==> src/verilog/wisc_pkg.sv <==
`default_nettype none

package wisc_pkg;

  typedef logic [15:0] word_t;     // one data value or one instruction
  typedef logic [2:0]  reg_idx_t;  // register number, eight registers in all
  typedef logic [4:0]  opcode_t;   // instruction bits 15 to 11

  // special and control flow opcodes
  localparam opcode_t halt = 5'b00000;
  localparam opcode_t nop  = 5'b00001;
  localparam opcode_t siic = 5'b00010;  // software interrupt
  localparam opcode_t rti  = 5'b00011;  // return from interrupt
  localparam opcode_t j    = 5'b00100;  // pc relative jump with no link
  localparam opcode_t jr   = 5'b00101;  // register jump, target is Rs plus imm8
  localparam opcode_t jal  = 5'b00110;  // pc relative jump that links into r7
  localparam opcode_t jalr = 5'b00111;  // register jump that links into r7

  // conditional branches all test Rs against zero
  localparam opcode_t beqz = 5'b01100;
  localparam opcode_t bnez = 5'b01101;
  localparam opcode_t bltz = 5'b01110;
  localparam opcode_t bgez = 5'b01111;

  // memory and immediate load opcodes
  localparam opcode_t st   = 5'b10000;  // store, writes no register
  localparam opcode_t ld   = 5'b10001;  // load into Rd at bits 7 to 5
  localparam opcode_t slbi = 5'b10010;  // shift and load byte into Rs
  localparam opcode_t stu  = 5'b10011;  // store with Rs update
  localparam opcode_t lbi  = 5'b11000;  // load byte immediate into Rs

  // R-format group writes Rd at bits 4 to 2
  localparam opcode_t shift_r = 5'b11010;  // register shifts and rotates
  localparam opcode_t alu_r   = 5'b11011;  // add, sub, xor, andn
  localparam opcode_t seq     = 5'b11100;
  localparam opcode_t slt     = 5'b11101;
  localparam opcode_t sle     = 5'b11110;
  localparam opcode_t sco     = 5'b11111;  // set on carry out

  localparam reg_idx_t r7 = 3'd7;  // link register written by jal and jalr

  // what later stages need to know about an instruction's write
  typedef struct packed {
    word_t    instr;      // whole instruction, opcode is kept for load checks
    reg_idx_t dest;       // register being written, zero when none
    logic     reg_write;  // instruction writes a register at all
    logic     valid_rd;   // dest came from a Rd-style field
    logic     writes_rs;  // dest is the Rs field (stu, slbi, lbi)
    logic     writes_r7;  // jal or jalr linking into r7
  } stage_info_t;

  // registered outcome of a decode-stage branch or jump
  typedef struct packed {
    logic  valid;   // a branch or jump was in decode last cycle
    logic  taken;
    word_t target;
  } branch_result_t;

  // empty pipeline slot used on reset
  localparam stage_info_t info_nop = '{
    instr:     word_t'({nop, 11'd0}),
    dest:      reg_idx_t'(0),
    reg_write: 1'b0,
    valid_rd:  1'b0,
    writes_rs: 1'b0,
    writes_r7: 1'b0
  };

endpackage

`default_nettype wire
==> src/verilog/branch_unit.sv <==
`timescale 1ns/100ps
`default_nettype none

module branch_unit (
  input  logic                     clk,
  input  logic                     rst_n,
  input  wisc_pkg::word_t          instr_d,   // instruction in decode
  input  wisc_pkg::word_t          pc_d,      // its address
  input  wisc_pkg::word_t          rs_value,  // forwarded Rs
  output wisc_pkg::branch_result_t result     // outcome one cycle later
);

  wisc_pkg::opcode_t        opcode;
  wisc_pkg::word_t          imm_ext;      // bits 7 to 0 sign extended
  wisc_pkg::word_t          cond_target;  // pc relative target
  wisc_pkg::word_t          jump_target;  // register relative target
  logic                     is_cond, is_jump;
  logic                     cond_true;
  wisc_pkg::branch_result_t result_nxt;

  assign opcode  = instr_d[15:11];
  assign imm_ext = {{8{instr_d[7]}}, instr_d[7:0]};

  assign is_cond = (opcode == wisc_pkg::beqz) | (opcode == wisc_pkg::bnez) |
                   (opcode == wisc_pkg::bltz) | (opcode == wisc_pkg::bgez);
  assign is_jump = (opcode == wisc_pkg::jr) | (opcode == wisc_pkg::jalr);

  // branches are relative to the next sequential pc
  assign cond_target = pc_d + 16'd2 + imm_ext;
  assign jump_target = rs_value + imm_ext;

  // test Rs against zero as the opcode asks
  always_comb begin
    case (opcode)
      wisc_pkg::beqz: cond_true = (rs_value == '0);
      wisc_pkg::bnez: cond_true = (rs_value != '0);
      wisc_pkg::bltz: cond_true = rs_value[15];   // sign bit set
      wisc_pkg::bgez: cond_true = ~rs_value[15];
      default:        cond_true = 1'b0;
    endcase
  end

  always_comb begin
    result_nxt.valid  = is_cond | is_jump;
    result_nxt.taken  = is_jump | (is_cond & cond_true);  // register jumps always go
    if (is_jump) begin
      result_nxt.target = jump_target;
    end else if (is_cond) begin
      result_nxt.target = cond_target;  // reported even when not taken
    end else begin
      result_nxt.target = '0;           // nothing to report for other opcodes
    end
  end

  // one register stage, the result belongs to last cycle's decode instruction
  always_ff @(posedge clk or negedge rst_n) begin
    if (!rst_n) begin
      result <= '0;
    end else begin
      result <= result_nxt;
    end
  end

endmodule

`default_nettype wire

==> src/verilog/decode_branch_top.sv <==
`timescale 1ns/100ps
`default_nettype none

module decode_branch_top (
  input  logic                     clk,
  input  logic                     rst_n,
  input  wisc_pkg::word_t          instr_d,           // instruction in decode
  input  wisc_pkg::word_t          pc_d,              // pc of that instruction
  input  wisc_pkg::word_t          data_rs,           // register file read of Rs
  input  wisc_pkg::word_t          execute_data,      // belongs to the execute entry
  input  wisc_pkg::word_t          mem_address,       // belongs to the memory entry
  input  wisc_pkg::word_t          memory_read_data,  // load data of the memory entry
  output wisc_pkg::branch_result_t result             // branch outcome, one cycle late
);

  wisc_pkg::stage_info_t info_d;       // destination summary of the decode instruction
  wisc_pkg::stage_info_t info_e;
  wisc_pkg::stage_info_t info_m;
  wisc_pkg::word_t       data_rs_fwd;  // Rs after forwarding

  // work out what the decode instruction will write
  dest_decode i_dest_decode (
    .instr (instr_d),
    .info  (info_d)
  );

  // keep that summary for the two stages behind decode
  stage_regs i_stage_regs (
    .clk    (clk),
    .rst_n  (rst_n),
    .info_d (info_d),
    .info_e (info_e),
    .info_m (info_m)
  );

  // pick the newest copy of Rs
  decode_forward i_decode_forward (
    .instr_d          (instr_d),
    .info_e           (info_e),
    .info_m           (info_m),
    .execute_data     (execute_data),
    .mem_address      (mem_address),
    .memory_read_data (memory_read_data),
    .data_rs          (data_rs),
    .data_rs_fwd      (data_rs_fwd)
  );

  // resolve in decode and register the outcome
  branch_unit i_branch_unit (
    .clk      (clk),
    .rst_n    (rst_n),
    .instr_d  (instr_d),
    .pc_d     (pc_d),
    .rs_value (data_rs_fwd),
    .result   (result)
  );

endmodule

`default_nettype wire

==> src/verilog/decode_forward.sv <==
`timescale 1ns/100ps
`default_nettype none

module decode_forward (
  input  wisc_pkg::word_t       instr_d,           // instruction in decode
  input  wisc_pkg::stage_info_t info_e,            // writer one ahead
  input  wisc_pkg::stage_info_t info_m,            // writer two ahead
  input  wisc_pkg::word_t       execute_data,      // alu result of the execute instruction
  input  wisc_pkg::word_t       mem_address,       // alu result carried into memory
  input  wisc_pkg::word_t       memory_read_data,  // load data of the memory instruction
  input  wisc_pkg::word_t       data_rs,           // register file read of Rs
  output wisc_pkg::word_t       data_rs_fwd        // newest Rs value for the branch unit
);

  wisc_pkg::opcode_t  opcode_d;
  wisc_pkg::reg_idx_t rs_d;
  logic load_e, load_m;
  logic ex_write_rd, ex_write_rs, ex_write_r7;
  logic mem_write_rd, mem_write_rs, mem_write_r7;
  logic branch, no_forward;
  logic take_ex;
  logic [7:0] overlap;  // one bit per case where both stages write the same register
  logic replace_ex, replace_mem;

  assign opcode_d = instr_d[15:11];
  assign rs_d     = instr_d[10:8];  // Rs field of the decode instruction

  // a load in execute has no data yet, only its address
  assign load_e = (info_e.instr[15:11] == wisc_pkg::ld);
  assign load_m = (info_m.instr[15:11] == wisc_pkg::ld);

  // execute stage writer kinds
  assign ex_write_rd = info_e.valid_rd & info_e.reg_write & ~load_e;
  assign ex_write_rs = info_e.writes_rs;
  assign ex_write_r7 = info_e.writes_r7;

  // memory stage writer kinds, loads included since read data is available
  assign mem_write_rd = info_m.valid_rd & info_m.reg_write;
  assign mem_write_rs = info_m.writes_rs;
  assign mem_write_r7 = info_m.writes_r7;

  // only conditional branches and register jumps read Rs in decode
  assign branch = (opcode_d == wisc_pkg::beqz) | (opcode_d == wisc_pkg::bnez) |
                  (opcode_d == wisc_pkg::bltz) | (opcode_d == wisc_pkg::bgez) |
                  (opcode_d == wisc_pkg::jr)   | (opcode_d == wisc_pkg::jalr);

  // opcodes whose Rs field is not a real source
  assign no_forward = (opcode_d == wisc_pkg::jalr) | (opcode_d == wisc_pkg::j)   |
                      (opcode_d == wisc_pkg::nop)  | (opcode_d == wisc_pkg::lbi) |
                      (opcode_d == wisc_pkg::halt) | (opcode_d == wisc_pkg::siic) |
                      (opcode_d == wisc_pkg::rti);

  // both stages hit the same register, the younger execute value must win
  assign overlap[0] = ex_write_rd & mem_write_rd & (info_e.dest == info_m.dest);
  assign overlap[1] = ex_write_rd & mem_write_rs & (info_e.dest == info_m.dest);
  assign overlap[2] = ex_write_rs & mem_write_rs & (info_e.dest == info_m.dest);
  assign overlap[3] = ex_write_rs & mem_write_rd & (info_e.dest == info_m.dest);
  // r7 cases where one side is a link write
  assign overlap[4] = ex_write_r7 & mem_write_rs & (info_m.dest == wisc_pkg::r7);
  assign overlap[5] = ex_write_r7 & mem_write_rd & (info_m.dest == wisc_pkg::r7);
  assign overlap[6] = mem_write_r7 & ex_write_rs & (info_e.dest == wisc_pkg::r7);
  assign overlap[7] = mem_write_r7 & ex_write_rd & (info_e.dest == wisc_pkg::r7);

  assign take_ex = |overlap;

  // does a stage hold the value that decode wants for Rs
  assign replace_ex  = ~no_forward &
                       (((rs_d == info_e.dest) & ex_write_rd) |
                        ((rs_d == info_e.dest) & ex_write_rs) |
                        ((rs_d == wisc_pkg::r7) & ex_write_r7));
  assign replace_mem = ~no_forward &
                       (((rs_d == info_m.dest) & mem_write_rd) |
                        ((rs_d == info_m.dest) & mem_write_rs) |
                        ((rs_d == wisc_pkg::r7) & mem_write_r7));

  // memory is checked first but yields to execute whenever take_ex is set
  always_comb begin
    if (branch & ~take_ex & replace_mem & load_m) begin
      data_rs_fwd = memory_read_data;  // load result in memory stage
    end else if (branch & ~take_ex & replace_mem) begin
      data_rs_fwd = mem_address;       // alu result two ahead
    end else if (branch & replace_ex) begin
      data_rs_fwd = execute_data;      // alu result one ahead
    end else begin
      data_rs_fwd = data_rs;           // register file is already current
    end
  end

endmodule

`default_nettype wire

==> src/verilog/dest_decode.sv <==
`timescale 1ns/100ps
`default_nettype none

module dest_decode (
  input  wisc_pkg::word_t       instr,  // instruction sitting in decode
  output wisc_pkg::stage_info_t info    // its destination summary
);

  wisc_pkg::opcode_t opcode;

  assign opcode = instr[15:11];

  always_comb begin
    info           = '0;     // no write unless an opcode below says so
    info.instr     = instr;  // carried along so later stages can spot loads
    casez (opcode)
      // R-format arithmetic, destination in bits 4 to 2
      wisc_pkg::shift_r, wisc_pkg::alu_r, wisc_pkg::seq,
      wisc_pkg::slt, wisc_pkg::sle, wisc_pkg::sco: begin
        info.dest      = instr[4:2];
        info.reg_write = 1'b1;
        info.valid_rd  = 1'b1;
      end
      // I-format arithmetic and ld put Rd in bits 7 to 5
      5'b010??, 5'b101??, wisc_pkg::ld: begin
        info.dest      = instr[7:5];
        info.reg_write = 1'b1;
        info.valid_rd  = 1'b1;
      end
      // these write back through their own Rs field
      wisc_pkg::stu, wisc_pkg::slbi, wisc_pkg::lbi: begin
        info.dest      = instr[10:8];
        info.reg_write = 1'b1;
        info.writes_rs = 1'b1;
      end
      wisc_pkg::jal, wisc_pkg::jalr: begin
        info.dest      = wisc_pkg::r7;  // link address always lands in r7
        info.reg_write = 1'b1;
        info.writes_r7 = 1'b1;
      end
      // control flow, stores, specials and btr leave the register file alone
      default: begin
        info.reg_write = 1'b0;  // anything unlisted is treated as a non writer too
      end
    endcase
  end

endmodule

`default_nettype wire

==> src/verilog/stage_regs.sv <==
`timescale 1ns/100ps
`default_nettype none

module stage_regs (
  input  logic                  clk,
  input  logic                  rst_n,
  input  wisc_pkg::stage_info_t info_d,  // decode summary from dest_decode
  output wisc_pkg::stage_info_t info_e,  // instruction now in execute
  output wisc_pkg::stage_info_t info_m   // instruction now in memory
);

  // the pipeline never stalls here, so both slots advance on every edge
  // and an instruction spends exactly one cycle in each stage

  // decode to execute
  always_ff @(posedge clk or negedge rst_n) begin
    if (!rst_n) begin
      info_e <= wisc_pkg::info_nop;  // empty slot, reg_write low
    end else begin
      info_e <= info_d;
    end
  end

  // execute to memory
  always_ff @(posedge clk or negedge rst_n) begin
    if (!rst_n) begin
      info_m <= wisc_pkg::info_nop;
    end else begin
      info_m <= info_e;  // whatever was in execute moves on
    end
  end

  // the execute_data, mem_address and memory_read_data inputs at the top
  // level line up with info_e and info_m as held here, so the forwarding
  // unit can compare registers and pick values in the same cycle

endmodule

`default_nettype wire

==> config.mk <==
export PLATFORM = sky130hd
export DESIGN_NAME = decode_branch_top
export DESIGN_NICKNAME = d
export VERILOG_FILES = /design/src/verilog/wisc_pkg.sv /design/src/verilog/branch_unit.sv /design/src/verilog/decode_branch_top.sv /design/src/verilog/decode_forward.sv /design/src/verilog/dest_decode.sv /design/src/verilog/stage_regs.sv
export SDC_FILE = /design/constraint.sdc
export NUM_CORES = 1
export LEC_CHECK = 0
export ABC_AREA = 0
export BUFFER_PORTS_ARGS = -buffer_cell sky130_fd_sc_hd__buf_2
export CORE_ASPECT_RATIO = 0.75
export CORE_MARGIN = 5
export CORE_UTILIZATION = 50
export DETAILED_ROUTE_END_ITERATION = 12
export PLACE_DENSITY_LB_ADDON = 0.1
export SYNTH_ARGS = -nofsm -noshare
export SYNTH_HDL_FRONTEND = slang
export SYNTH_SLANG_ARGS = --single-unit
==> constraint.sdc <==
create_clock -name clk -period 4.7 [get_ports clk]
set_input_delay 0.47 -clock clk [delete_from_list [all_inputs] [get_ports clk]]
set_output_delay 0.47 -clock clk [all_outputs]
set_load 0.02 [all_outputs]
==> impl_metrics.yaml <==
logic_synthesis:
  synth_top_area_cell: "dfrtp_1"
  syn-num-nets: 564
  syn_area_per_cell_um2: 9.230
  yosysMostFrequentCell: "ha_1"
  synthTopCellsByCount: "ha_1, dfrtp_1, nand2_1"
  syn_inst: 419
  ys_warn_count: 0
  ys_seq_area_frac: 0.2724
  synth_area_leaders: "dfrtp_1, ha_1, xor2_1"
  ys_seq_elements: 42
  synth.lib_cells_used.distinct: 66
  syn_area_um2: 3867
  yosysTopAreaCellShare: 0.2588
  async_reset_ff_frac: 1.000
  synthFlopType: "dfrtp_1"
  synth_edf_count: 0
final_layout:
  seq_area_um2: 1054
  area_delta_synth_final_pct: 21.13
  fillerInstances: 641
  final_layout_size_suffix_gt1_frac: 0.2959
  multi_input_area_um2: 2705
  n_antenna_cell: 0
  fin_util: 0.6303
  final_nets: 678
clock_tree:
  cts_setup_buffers: 0
  clockBufferDepth: 2
  cts_tree: "yes"
  cts_resized: 0
  clockRootBuffer: "clkbuf_8"
  numCtsBuffers: 5
  clock_latency_ps: 300
  clkTransAtPathRegs_ps: 90
  hold_buffers: 0
  htreeDepth: 2
  cts.sinks: 42
global_routing:
  antenna_found_initial: 0
  grtUsageTotal: 0.2336
  grt_max_degree: 43
  grt_pass1_wl_mm: 18.19
  grt_pass1_vias: 3669
  grt_overflow: 0
drt:
  dr.first_iter.drc_count: 376
  drt-wirelength-per-cell_um: 17.46
  drc: 0
  vias: 3762
  viasPerCell: 5.924
  drtPass1Iterations: 5
  ant_nets: 0
  routed_wirelength_mm: 11.09
pwr:
  ir_drop_mv: 0.1512
  p_clk_frac: 0.296
  p_seq_frac: 0.344
  leakage_nw: 2.276
  p_sw_frac: 0.3272
  power.internal_mw: 0.7863
  p_switching_mw: 0.3825
  p_per_area_nw_per_um2: 249.5
  p_comb_frac: 0.360
timing:
  setup-tns-final_ps: 0
  setup_ws_ps: 383.9
  worst_pin_slew_ps: 935.6
  finalCritPeriodShare: 0.9183
  finalMaxSlewViolations: 0
  rsz0062_at_grt: "no"
  relSlewSlack: 0.3763
  finalHoldViolations: 0
  fmax_ghz: 0.2317
  finalSetupViolCount: 0
  finClkSkew_ps: 9.991
  period_minus_slack_ps: 4316
worst_setup_path:
  critPathLaunchType: "flip-flop"
  crit_arrival_ps: 4480
  crit_fanout: 19
  cp-end-kind: "flip-flop"
  crit_required_ps: 4860
  crit_type: "reg -> reg"
floorplanning:
  core_um2: 7432
  pin_count: 116
  dieArea_um2: 9612
  rows: 27
  start_util: 0.5204
  die_x_um: 111.6
  chipHeight_um: 86.17
run_status:
  status: "completed"
placement:
  gp_congestion: 0.9633
  detailedPlace.worstSlack_ps: 339.5
  hpwl_mm: 9.010
  port_buffers: 115
run:
  drv_cap: 0
worst_hold_path:
  holdCritPathClass: "in -> async"
worst paths after layout:
kind	from	endpoint	slack [ps]	cells after the start
max	i_stage_regs.info_m[18]	i_branch_unit.result[15]	380	13
min	rst_n	i_stage_regs.info_e[5]	300	1
max reg2reg	i_stage_regs.info_m[18]	i_branch_unit.result[15]	380	13
min reg2reg	i_stage_regs.info_e[18]	i_stage_regs.info_m[18]	380	0
max in group asynchronous	rst_n	i_stage_regs.info_m[19]	3810	1
min in group clk	instr_d[11]	i_stage_regs.info_e[18]	340	1
kinds of logic after synthesis:
logic type,synth area share
adder cells (fa/ha/maj),0.1559
flip-flops,0.2724
AND/OR/NAND/NOR,0.1627
AO/OA/AOI/OAI,0.2223
buffers and inverters,0.02815
multiplexers,0.07473
XOR/XNOR,0.08379
sequential cells by signal (all words and copies together), names as in the netlist:
signal	flops
i_stage_regs.info_m	12
i_stage_regs.info_e	12
i_branch_unit.result	18
layout by cell type, fill, tap and decap left out, types with 7 or more instances in the layout:
master    count
buf_2       115
ha_1         45
dfrtp_1      40
nand2_1      29
a21oi_1      24
nor2_1       23
xor2_1       22
o21ai_0      22
mux2i_1      15
xnor2_1      15
nor2b_1      11
mux2_2       10
a211oi_1     10
a21o_1       10
o22ai_1      10
nand4_1       9
nor3_1        9
inv_1         8
nor4_1        8
a22oi_1       7
buf_4         7
routing by layer:
layer  GRT usage  share of wire  wire length, µm
met1      0.3365           0.47             5212
met2      0.3596           0.42             4672
met3     0.05783          0.097             1075
met4     0.04199          0.011              125
met5           0              0                0
through the flow:
step	hold slack (ps)	cell area, µm²	total power [mW]	std cells
2_1_floorplan	174.4	3867	0.6899	419
3_3_place_gp	359.3	4547	0.8160	627
3_5_place_dp	358.4	4547	0.8236	627
4_1_cts	325.9	4684	1.176	635
5_1_grt	326.7	4684	1.244	635
6_report	300.3	4684	1.169	635
worst max-delay path, cell delays in order (launching register included):
cell and delay, ps:
dfstp_2 520, and4b_1 540, buf_4 340, mux2i_1 340
mux2i_1 170, ha_1 360, or2_2 310, a21oi_1 200
o31ai_1 120, o41ai_1 510, o21ai_0 280, a31oi_1 250
xnor2_1 140, o22ai_1 100
power by group through the flow:
stage | clock [mW] | combinational (mW) | sequential (mW)
after floorplan | 0 | 0.269 | 0.421
after global placement | 0 | 0.408 | 0.408
after detailed placement | 0 | 0.414 | 0.409
after CTS | 0.354 | 0.419 | 0.402
after global routing | 0.371 | 0.469 | 0.405
final | 0.346 | 0.421 | 0.402
layout make-up:
class / instances / area share
inverters: 9 / 0.007212
clock inverters: 3 / 0.01469
clock buffers: 5 / 0.01469
multi-input cells: 353 / 0.5775
repair buffers: 122 / 0.1341
well taps: 101 / 0.02698
flip-flops and latches: 42 / 0.2249
Note: power is estimated with default switching activity, not from simulation.
